===== src/hw/tg_pkg.sv =====
package tg_pkg;

    ////////////////////////////////////////
    // Bus widths
    ////////////////////////////////////////

    localparam int ADDR_W = 33;  // HBM pseudo-channel address
    localparam int DATA_W = 256;
    localparam int LEN_W  = 4;   // AXI3 style burst length
    localparam int CNT_W  = 6;   // Outstanding and credit counters

    ////////////////////////////////////////
    // Address map and burst attributes
    ////////////////////////////////////////

    // Each generator owns one 256 MB region
    localparam logic [ADDR_W-1:0] REGION_SIZE = 33'h0_1000_0000;
    localparam logic [ADDR_W-1:0] WRAP_OFFSET = 33'h0_0FFF_FC00;  // Last stepped address
    localparam logic [ADDR_W-1:0] ADDR_STEP   = 33'h0_0000_0200;  // 16 beats of 32 bytes

    localparam logic [31:0] DATA_PATTERN = 32'hA5A5_A5A5;
    localparam logic [2:0]  SIZE_CODE    = 3'd5;   // 32 bytes per beat
    localparam logic [1:0]  BURST_INCR   = 2'b01;

    // Queued modes only, anything else leaves the generator idle
    typedef enum logic [2:0] {
        MODE_QREAD  = 3'd3,
        MODE_QWRITE = 3'd4
    } tg_mode_e;

    ////////////////////////////////////////
    // Stage interfaces
    ////////////////////////////////////////

    typedef struct packed {
        logic             run;       // Start and this port's mask bit
        tg_mode_e         mode;
        logic             addr_inc;
        logic [LEN_W-1:0] len;       // Beats minus one
    } tg_cfg_t;

    typedef struct packed {
        logic [ADDR_W-1:0] addr;
        logic [LEN_W-1:0]  len;
    } tg_cmd_t;

endpackage


===== src/hw/tg_addr_gen.sv =====
`timescale 1ns/10ps

module tg_addr_gen #(
    parameter int GEN_INDEX = 0
) (
    input  logic             axi_aclk,
    input  logic             axi_aresetn,
    input  tg_pkg::tg_cfg_t  cfg,
    input  logic             adv,
    output tg_pkg::tg_cmd_t  cmd
);

    import tg_pkg::*;

    // Region base and the highest address that may still step
    localparam logic [ADDR_W-1:0] BASE  = ADDR_W'(GEN_INDEX) * REGION_SIZE;
    localparam logic [ADDR_W-1:0] LIMIT = BASE + WRAP_OFFSET;

    logic [ADDR_W-1:0] cur_addr;
    logic [ADDR_W-1:0] next_addr;

    ////////////////////////////////////////
    // Next burst address
    ////////////////////////////////////////

    always_comb
    begin
        if (!cfg.addr_inc)
        begin
            next_addr = BASE;  // Hammer the same burst
        end
        else if (cur_addr <= LIMIT)
        begin
            next_addr = cur_addr + ADDR_STEP;
        end
        else
        begin
            // Ran past the limit, start over at the base
            next_addr = BASE;
        end
    end

    // Updated one cycle after the handshake, while issue sits in SETTLE
    always_ff @(posedge axi_aclk)
    begin
        if (!axi_aresetn)
        begin
            cur_addr <= BASE;
        end
        else if (adv)
        begin
            cur_addr <= next_addr;
        end
    end

    assign cmd = '{addr: cur_addr, len: cfg.len};

endmodule


===== src/hw/tg_cmd_issue.sv =====
`timescale 1ns/10ps

module tg_cmd_issue #(
    parameter int MAX_OUTSTANDING = 11
) (
    input  logic                     axi_aclk,
    input  logic                     axi_aresetn,
    input  tg_pkg::tg_cfg_t          cfg,
    input  tg_pkg::tg_cmd_t          cmd,
    input  logic                     axi_arready,
    input  logic                     axi_awready,
    input  logic                     retire,
    output logic                     axi_arvalid,
    output logic                     axi_awvalid,
    output logic                     adv,
    output logic                     aw_accept,
    output logic                     txn_pulse,
    output logic [tg_pkg::CNT_W-1:0] outstanding
);

    import tg_pkg::*;

    localparam logic [CNT_W-1:0] CAP = CNT_W'(MAX_OUTSTANDING);

    typedef enum logic [1:0] {IDLE, VALID, SETTLE} state_e;

    state_e state;
    state_e state_next;
    logic   go;
    logic   room;
    logic   ar_hs;
    logic   aw_hs;
    logic   hs;

    assign go   = cfg.run && (cfg.mode == MODE_QREAD || cfg.mode == MODE_QWRITE);
    assign room = outstanding < CAP;

    // Valid drops at once when run falls, the bursts in flight still drain
    assign axi_arvalid = (state == VALID) && cfg.run && (cfg.mode == MODE_QREAD);
    assign axi_awvalid = (state == VALID) && cfg.run && (cfg.mode == MODE_QWRITE);

    assign ar_hs = axi_arvalid && axi_arready;
    assign aw_hs = axi_awvalid && axi_awready;
    assign hs    = ar_hs || aw_hs;

    assign adv       = (state == SETTLE);  // One cycle after each handshake
    assign txn_pulse = adv;

    ////////////////////////////////////////
    // Issue FSM
    ////////////////////////////////////////

    always_comb
    begin
        state_next = state;
        case (state)
            IDLE:
            begin
                if (go && room)
                    state_next = VALID;
            end
            VALID:
            begin
                if (!go)
                    state_next = IDLE;
                else if (hs)
                    state_next = SETTLE;
            end
            SETTLE:
            begin
                // Address generator steps during this cycle
                if (go && room)
                    state_next = VALID;
                else
                    state_next = IDLE;
            end
            default: state_next = IDLE;
        endcase
    end

    always_ff @(posedge axi_aclk)
    begin
        if (!axi_aresetn)
        begin
            state       <= IDLE;
            aw_accept   <= 1'b0;
            outstanding <= '0;
        end
        else
        begin
            state     <= state_next;
            aw_accept <= aw_hs;  // Hands a data credit to the W stage
            if (hs && !retire)
                outstanding <= outstanding + 1'b1;
            else if (retire && !hs && outstanding != '0)
                outstanding <= outstanding - 1'b1;
        end
    end

endmodule


===== src/hw/tg_wdata_stage.sv =====
`timescale 1ns/10ps

module tg_wdata_stage (
    input  logic                     axi_aclk,
    input  logic                     axi_aresetn,
    input  logic [tg_pkg::LEN_W-1:0] len,
    input  logic                     aw_accept,
    input  logic                     axi_wready,
    output logic                     axi_wvalid,
    output logic                     axi_wlast
);

    import tg_pkg::*;

    logic [CNT_W-1:0] credits;  // Accepted AW still waiting for data
    logic [LEN_W-1:0] beat;
    logic             busy;
    logic             start;
    logic             beat_done;

    assign start     = !busy && (credits != '0);
    assign beat_done = axi_wvalid && axi_wready;

    assign axi_wvalid = busy;
    assign axi_wlast  = busy && (beat == len);

    ////////////////////////////////////////
    // Write data credits
    ////////////////////////////////////////

    always_ff @(posedge axi_aclk)
    begin
        if (!axi_aresetn)
        begin
            credits <= '0;
        end
        else
        begin
            case ({aw_accept, start})
                2'b10:   credits <= credits + 1'b1;
                2'b01:   credits <= credits - 1'b1;
                default: credits <= credits;  // None or both
            endcase
        end
    end

    // Beat sequencer, one burst per credit
    always_ff @(posedge axi_aclk)
    begin
        if (!axi_aresetn)
        begin
            busy <= 1'b0;
            beat <= '0;
        end
        else if (start)
        begin
            busy <= 1'b1;
            beat <= '0;
        end
        else if (beat_done)
        begin
            if (axi_wlast)
            begin
                busy <= 1'b0;
                beat <= '0;
            end
            else
            begin
                beat <= beat + 1'b1;
            end
        end
    end

endmodule


===== src/hw/tg_resp_stage.sv =====
`timescale 1ns/10ps

module tg_resp_stage (
    input  logic              axi_aclk,
    input  logic              axi_aresetn,
    input  tg_pkg::tg_mode_e  mode,
    input  logic              axi_rvalid,
    input  logic              axi_rlast,
    input  logic              axi_bvalid,
    output logic              axi_rready,
    output logic              axi_bready,
    output logic              retire
);

    import tg_pkg::*;

    logic r_done;
    logic b_done;

    // Read burst finishes on its last accepted beat
    assign r_done = axi_rvalid && axi_rready && axi_rlast;
    assign b_done = axi_bvalid && axi_bready;

    ////////////////////////////////////////
    // Ready levels and retire pulse
    ////////////////////////////////////////

    always_ff @(posedge axi_aclk)
    begin
        if (!axi_aresetn)
        begin
            axi_rready <= 1'b0;
            axi_bready <= 1'b0;
        end
        else
        begin
            // Held for the whole mode so a stopped run still drains
            axi_rready <= (mode == MODE_QREAD);
            axi_bready <= (mode == MODE_QWRITE);
        end
    end

    always_ff @(posedge axi_aclk)
    begin
        if (!axi_aresetn)
        begin
            retire <= 1'b0;
        end
        else
        begin
            retire <= r_done || b_done;  // Frees one outstanding slot
        end
    end

endmodule


===== src/hw/traffic_gen.sv =====
`timescale 1ns/10ps

module traffic_gen #(
    parameter int GEN_INDEX       = 0,
    parameter int MAX_OUTSTANDING = 11
) (
    input  logic                          axi_aclk,
    input  logic                          axi_aresetn,

    // Shared control levels
    input  logic                          csr_start,
    input  logic [2:0]                    read_or_write,
    input  logic                          address_inc_csr,
    input  logic [31:0]                   port_mask,
    input  logic [tg_pkg::LEN_W-1:0]      transaction_length,
    output logic                          txn_pulse,

    // Read address
    output logic [tg_pkg::ADDR_W-1:0]     axi_araddr,
    output logic [tg_pkg::LEN_W-1:0]      axi_arlen,
    output logic [2:0]                    axi_arsize,
    output logic [1:0]                    axi_arburst,
    output logic                          axi_arvalid,
    input  logic                          axi_arready,

    // Write address and data
    output logic [tg_pkg::ADDR_W-1:0]     axi_awaddr,
    output logic [tg_pkg::LEN_W-1:0]      axi_awlen,
    output logic [2:0]                    axi_awsize,
    output logic [1:0]                    axi_awburst,
    output logic                          axi_awvalid,
    input  logic                          axi_awready,
    output logic [tg_pkg::DATA_W-1:0]     axi_wdata,
    output logic [tg_pkg::DATA_W/8-1:0]   axi_wstrb,
    output logic                          axi_wvalid,
    output logic                          axi_wlast,
    input  logic                          axi_wready,

    // Read data and write response
    input  logic                          axi_rvalid,
    input  logic                          axi_rlast,
    output logic                          axi_rready,
    input  logic                          axi_bvalid,
    output logic                          axi_bready
);

    import tg_pkg::*;

    tg_cfg_t          cfg;
    tg_cmd_t          cmd;
    logic             adv;
    logic             aw_accept;
    logic             retire;

    assign cfg = '{
        run:      csr_start && port_mask[GEN_INDEX],
        mode:     tg_mode_e'(read_or_write),
        addr_inc: address_inc_csr,
        len:      transaction_length
    };

    ////////////////////////////////////////
    // Fixed AXI attributes
    ////////////////////////////////////////

    assign axi_araddr  = cmd.addr;
    assign axi_awaddr  = cmd.addr;  // Only one direction is active at a time
    assign axi_arlen   = cmd.len;
    assign axi_awlen   = cmd.len;
    assign axi_arsize  = SIZE_CODE;
    assign axi_awsize  = SIZE_CODE;
    assign axi_arburst = BURST_INCR;
    assign axi_awburst = BURST_INCR;
    assign axi_wdata   = {(DATA_W/32){DATA_PATTERN}};
    assign axi_wstrb   = '1;

    ////////////////////////////////////////
    // Pipeline stages
    ////////////////////////////////////////

    tg_addr_gen #(
        .GEN_INDEX (GEN_INDEX)
    ) i_addr_gen (
        .axi_aclk    (axi_aclk),
        .axi_aresetn (axi_aresetn),
        .cfg         (cfg),
        .adv         (adv),
        .cmd         (cmd)
    );

    tg_cmd_issue #(
        .MAX_OUTSTANDING (MAX_OUTSTANDING)
    ) i_cmd_issue (
        .axi_aclk    (axi_aclk),
        .axi_aresetn (axi_aresetn),
        .cfg         (cfg),
        .cmd         (cmd),
        .axi_arready (axi_arready),
        .axi_awready (axi_awready),
        .retire      (retire),
        .axi_arvalid (axi_arvalid),
        .axi_awvalid (axi_awvalid),
        .adv         (adv),
        .aw_accept   (aw_accept),
        .txn_pulse   (txn_pulse),
        .outstanding ()
    );

    tg_wdata_stage i_wdata_stage (
        .axi_aclk    (axi_aclk),
        .axi_aresetn (axi_aresetn),
        .len         (cmd.len),
        .aw_accept   (aw_accept),
        .axi_wready  (axi_wready),
        .axi_wvalid  (axi_wvalid),
        .axi_wlast   (axi_wlast)
    );

    tg_resp_stage i_resp_stage (
        .axi_aclk    (axi_aclk),
        .axi_aresetn (axi_aresetn),
        .mode        (cfg.mode),
        .axi_rvalid  (axi_rvalid),
        .axi_rlast   (axi_rlast),
        .axi_bvalid  (axi_bvalid),
        .axi_rready  (axi_rready),
        .axi_bready  (axi_bready),
        .retire      (retire)
    );

endmodule


===== config.mk =====
export PLATFORM = sky130hd
export DESIGN_NAME = traffic_gen
export DESIGN_NICKNAME = d
export VERILOG_FILES = /design/src/hw/tg_pkg.sv /design/src/hw/tg_addr_gen.sv /design/src/hw/tg_cmd_issue.sv /design/src/hw/tg_wdata_stage.sv /design/src/hw/tg_resp_stage.sv /design/src/hw/traffic_gen.sv
export SDC_FILE = /design/constraint.sdc
export NUM_CORES = 1
export LEC_CHECK = 0
export ABC_AREA = 1
export BUFFER_PORTS_ARGS = -buffer_cell sky130_fd_sc_hd__buf_2
export CORE_AREA = 2 2 167 169
export CTS_CLUSTER_SIZE = 30
export DETAILED_ROUTE_END_ITERATION = 16
export DIE_AREA = 0 0 169 171
export PLACE_DENSITY_LB_ADDON = 0.2
export SLEW_MARGIN = 20
export SYNTH_ARGS = -nofsm -noshare
export SYNTH_HDL_FRONTEND = slang
export SYNTH_SLANG_ARGS = --single-unit

===== constraint.sdc =====
create_clock -name axi_aclk -period 2.3 [get_ports axi_aclk]
set_input_delay 0 -clock axi_aclk [delete_from_list [all_inputs] [get_ports axi_aclk]]
set_output_delay 0 -clock axi_aclk [all_outputs]
set_load 0.1 [all_outputs]

* Yosys cells after proc, flatten, opt, wreduce, memory -nomap -nowiden
Cells that the tools add are included.
** Word-level totals
- Register bits after elaboration :: 56
** Cells by class
- Add/sub/neg operators :: 6
- Magnitude comparators :: 2
- Equality and inequality tests :: 9
- Multiplexer cells :: 14
- Bitwise gates (word level) :: 1
- Reductions and logical operators :: 33
** Operators with widths (number)
- $mux 33 :: 2
- $add 33x10->33 const B :: 1
- $le 33x28->1 const B :: 1
- $logic_and 1x1->1 :: 17
- $add 6x1->6 const B :: 2
- $mux 6 :: 2
- $pmux 6 s2 :: 1
- $reduce_bool 6->1 :: 2
- $sub 6x1->6 const B :: 2
- $reduce_bool 2->1 :: 4
- $lt 6x4->1 const B :: 1
- $mux 2 :: 3
- $pmux 2 s3 :: 1
- $add 4x1->4 const B :: 1
- $eq 2x1->1 const B :: 2
- $eq 2x2->1 const B :: 2
- $eq 4x4->1 :: 1
- $mux 1 :: 4
- $mux 4 :: 1
- $reduce_and 2->1 :: 2
- $eq 3x2->1 const B :: 1
- $eq 3x3->1 const B :: 1
- $logic_not 1->1 :: 3
- $logic_or 1x1->1 :: 3
- 5 further kinds :: 5

* Logic depth before layout (Yosys ltp)
- Depth in word-level cells :: 10
- Gate-level depth with buffers :: 14

* Modules after synthesis
A second synthesis with hierarchy kept.
** Second synthesis, totals
- Cells, all modules :: 769
- Area total of the unflattened synthesis :: 5431.5 µm²
** Modules (own cells, without submodules)
- traffic_gen :: times used 1, cells an instance 339, area an instance 2529.9 µm², sequential area each 0.0 µm²
- tg_addr_gen :: times used 1, cells an instance 212, area an instance 1361.3 µm², sequential area each 480.5 µm²
- tg_wdata_stage :: times used 1, cells an instance 116, area an instance 773.2 µm², sequential area each 220.2 µm²
- tg_cmd_issue :: times used 1, cells an instance 91, area an instance 661.9 µm², sequential area each 180.2 µm²
- tg_resp_stage :: times used 1, cells an instance 11, area an instance 105.1 µm², sequential area each 60.1 µm²

* Worst setup path after synthesis
No wires, ideal clock.
- Path kind :: register to register
- Start :: register i_wdata_stage.busy, in the netlist i_wdata_stage.axi_wvalid
- End :: register i_wdata_stage.beat[0]
- Setup time :: 0.119 ns
- Arrival :: 3.043 ns
- Setup slack :: -0.862 ns
- Cell stages (with the launch flop) :: 8
- Path buffers :: 0
- Cells stage by stage :: dfxtp_1 -> o21ai_0 -> nor2_1 -> nand2_1 -> nor2_1 -> nand2_1 -> nand3_1 -> a21oi_1
** On the way
- Elaborated cells between the ends (all ways) :: 6
- Classes of those cells :: mux: 1; reduce/logical: 5
** RTL lines
- from (decl) :: line tg_wdata_stage.sv:17 : logic busy;
- from (signal assigned) :: line tg_wdata_stage.sv:52 : busy <= 1'b0;
- from (signal assigned) :: line tg_wdata_stage.sv:57 : busy <= 1'b1;
- from (signal assigned) :: line tg_wdata_stage.sv:64 : busy <= 1'b0;
- $logic_and 1x1->1 :: line tg_wdata_stage.sv:25 : assign axi_wlast = busy && (beat == len);
- named net axi_wlast :: line traffic_gen.sv:36 : output logic axi_wlast,
- $mux 4 :: line tg_wdata_stage.sv:62 : if (axi_wlast)
- to (signal assigned) :: line tg_wdata_stage.sv:69 : beat <= beat + 1'b1;
- to (decl) :: line tg_wdata_stage.sv:16 : logic [LEN_W-1:0] beat;
The timed path passes the listed nets, and every way through them passes these cells.
A chain may end at the register's enable or synchronous reset.

* Worst setup path after layout
- Start :: input port read_or_write[1]
- End :: register i_cmd_issue.outstanding[5] (netlist name)
** On the way
- Word-level cells in the longest chain between the ends :: 8
- Elaborated cells between the ends (all ways) :: 13
- Classes of those cells :: eq/ne: 2; mux: 1; reduce/logical: 10
** RTL lines
- from (decl) :: line traffic_gen.sv:12 : input logic [2:0] read_or_write,
- $eq 3x2->1 or $eq 3x3->1 (tied branches) :: line tg_cmd_issue.sv:39, tg_cmd_issue.sv:40
- $logic_and 1x1->1 (on tied branches) :: line tg_cmd_issue.sv:39, tg_cmd_issue.sv:40
- $logic_and 1x1->1 (on tied branches) :: line tg_cmd_issue.sv:42, tg_cmd_issue.sv:43
- $logic_or 1x1->1 * :: line tg_cmd_issue.sv:44 : assign hs = ar_hs || aw_hs;
- $logic_not 1->1 :: line tg_cmd_issue.sv:95 : else if (retire && !hs && outstanding != '0)
- $logic_and 1x1->1 (2 in a row) :: line tg_cmd_issue.sv:95
- $reduce_bool 2->1 (no source line)
- to (signal assigned) :: line tg_cmd_issue.sv:94 : outstanding <= outstanding + 1'b1;
- to (signal assigned) :: line tg_cmd_issue.sv:96 : outstanding <= outstanding - 1'b1;
- to (decl) :: line tg_cmd_issue.sv:18 : output logic [tg_pkg::CNT_W-1:0] outstanding
Mark *: on every way between the ends. The rest lies on a longest branch, timed or not.

==> impl_results.md <==
* CTS H-tree lvls at 2
* Ys Warns at 0
* Sequential area share after synthesis at 17.1%
* FP Rows at 61
* Core Area at ~27000 um^2
* Critical Path Slowest Stage Cell: dlygate4sd3_1
* CP top delay family: buffers and inverters
* Largest net degree at the start of global routing at 24
* Core Util, Final at a little under a fifth
* HPWL Detailed at about 9.4 mm
* Cells after DPL at 1185
* Total wire length at about 11 mm
* Final hold vios at 0
* Clk_skew at 4.63 ps
* Final Slew Violations at 0
* Non-filler cells, final at between 1000 and 1500
* CP peak stage delay at around 520 ps
* Drt first pass iters at 4
* Slew HR at between 60% and 70%
* ANT cells at 0
* Peak Freq at about 480 MHz
* DR WL/cell at between 9 and 10 um
* Vias in the first global route at just over 3000
* Commonest non-fill, non-tap cell in the layout: conb_1
* RSZ-0062 raised after global routing: false
* Flop and latch count out of synthesis at 47
* Status: finished clean
* Design area at around 5200 um^2
* Required time worst endpoint at roughly 2500 ps
* GRT Total Usage at 7.15%
* Starting DRT DRC Count at 106
* Post-synth cell types at 38
* Initial antenna violation count at 0
* PortBufs at 80
* Clock sink count at 47
* Clock buffer depth at 2
* Peak VDD IR at around 0.35 mV
* Die Area at 28900 um^2
* Vias at approximately 3800
* Root buffer cell: clkbuf_16
* Tmin final at 2090 ps
* Die Wd at ~170 um
* Residual DRC at 0
* R2R depth at 14
* Lkg Pwr at between 2 and 3 nW
* CP Max Fanout at 7
* Routability cong. at 0.724
* Hold Path Depth at 3
* Fin crit share at approximately nine tenths
* Crit Path Class: in -> reg
* Most frequent cells in the layout: conb_1 (316), nand2_1 (104), buf_2 (80), nor2_1 (58), inv_1 (55)
* Worst Setup Start Kind: primary input
* P&R area growth vs syn at -5.67%
* Clk_lat worst skew at about 290 ps
* Total grt overflow at 0
* Setup Viol. Count Final at 0
* Total power per unit cell area at around 910 nW/um^2
* TritonCTS Buffers at 5
* Setup_tns at 0 ps
* Post-Synthesis Cell Area at around 5500 um^2
* Die height at approximately 170 um
* Max-cap viol count at 0
* Layout Nets at between 900 and 1000
* Final antenna-violating net count at 0
* Mean Syn Cell Area at between 6 and 7 um^2
* CTS tree: done
* CTS clock-pin slew for the worst setup and hold paths at about 70 ps
* Vias/cell at around 3.2
* Starting Density at between 20 and 25%
* First-pass GRT wire length at around 16 mm
* Post-layout power at ~4.7 mW
* Hold slack at between 60 and 70 ps
* Worst Setup End Kind: flop
* Place WS at between 100 and 150 ps
* Cell depth of the worst setup path at 16
* R2R Setup Slk at roughly 230 ps
* Worst-margin pin slew at 537 ps
* Placed cell area at just under 5000 um^2
* Setup Buffers After CTS at 0
* Crit-path cells: dlygate4sd3_1 > buf_2 > nand3_1 > inv_2 > nand3_1 > nand2_1 > nand2_1 > buf_4 > ha_1 > nand3_1 > a21oi_2 > nor2_1 > nand2_1 > nand3_1 > nand2_1 > nor2_1
* Cells after Synth at ~800
* HP Class: in -> reg
* Buf/Inv on CP at 4
* Layout cell share with drive strength beyond 1 at 15.0%
* WP data arrival at approximately 2300 ps
* I/O pin count at between 400 and 500
* Final worst slack at between 200 and 250 ps
==> per-layer routing <==
metal	part of all wire, %	GRT usage (%)	vias up
met4	0.48	1.00	0
met2	48	12.2	183
li1	-	-	1917
met5	0	0	-
met3	6.0	1.50	8
met1	46	9.50	1671
==> synth_stat cells, drive strengths merged <==
library cell | number | area (um^2)
a211oi | 1 | 7.51
or2 | 2 | 12.5
o21ai | 13 | 65.1
o211a | 1 | 10.0
nor3b | 1 | 7.51
dfxtp | 47 | 941
a21oi | 36 | 184
o22ai | 1 | 6.26
o21bai | 2 | 15.0
nor2 | 67 | 274
nand3 | 47 | 240
nand4 | 3 | 18.8
conb | 2 | 7.51
clkbuf | 6 | 22.5
o211ai | 2 | 15.0
inv | 58 | 218
nor4 | 2 | 27.5
ha | 11 | 138
fa | 2 | 40.0
nor3 | 4 | 30.0
nand3b | 1 | 7.51
buf | 350 | 2630
xor2 | 13 | 114
nand2 | 109 | 419
xnor2 | 4 | 35.0
o21a | 1 | 7.51
clkinv | 1 | 3.75
==> repair_timing <==
action	CTS	global route
gates resized for setup	0	7
endpoints found under the setup margin	0	3
endpoints found under the hold margin	3	0
hold buffers	5	0
==> final timing paths <==
path | from | endpoint
worst max-delay path | read_or_write[1] | i_cmd_issue.outstanding[5]
worst min-delay path | axi_arready | i_cmd_issue.state[1]
worst max register to register | i_wdata_stage.credits[5] | i_wdata_stage.credits[5]
worst min register to register | i_wdata_stage.credits[5] | i_wdata_stage.credits[5]
==> final cells by class <==
| type | instances | area (um^2) |
|---|---|---|
| Clock buffer | 6 | 129 |
| Clock inverter | 2 | 17.5 |
| Fill cell | 3153 | 22100 |
| Inverter | 59 | 221 |
| Multi-Input combinational cell | 639 | 2890 |
| Sequential cell | 47 | 942 |
| Tap cell | 346 | 433 |
| Timing Repair Buffer | 99 | 556 |
==> state kept, by name, summed over array words and instances, names as in the netlist <==
name	flops
i_cmd_issue.aw_accept	1
i_wdata_stage.credits	6
i_resp_stage.axi_rready	1
i_resp_stage.axi_bready	1
i_wdata_stage.beat	4
i_addr_gen.cur_addr	24
i_wdata_stage.axi_wvalid	1
i_cmd_issue.outstanding	6
i_resp_stage.retire	1
i_cmd_issue.state	2
==> power breakdown <==
| part | switching (mW) | internal [mW] | leakage [nW] |
|---|---|---|---|
| logic | 2.74 | 0.309 | 2.40 |
| clock network | 0.357 | 0.409 | 0.0710 |
| registers | 0.0430 | 0.873 | 0.381 |
==> logic make-up (layout without fill, tap and decap cells) <==
| group | Yosys count | in the layout | synth area share [%] |
|---|---|---|---|
| buffers and inverters | 415 | 166 | 52.3 |
| AO/OA/AOI/OAI | 57 | 57 | 5.65 |
| AND/OR/NAND/NOR | 236 | 236 | 18.9 |
| XOR/XNOR | 17 | 17 | 2.71 |
| other | 2 | 316 | 0.137 |
| flip-flops | 47 | 47 | 17.1 |
| adder cells (fa/ha/maj) | 13 | 13 | 3.23 |
==> tightest hold or removal path: cells and delay by family <==
| family | cells | cell delay [ps] |
|---|---|---|
| buf+inv | 1 | 110 |
| simple gates | 1 | 120 |
| compound gates | 1 | 80 |
No activity file was read; power rests on OpenSTA's default activity.
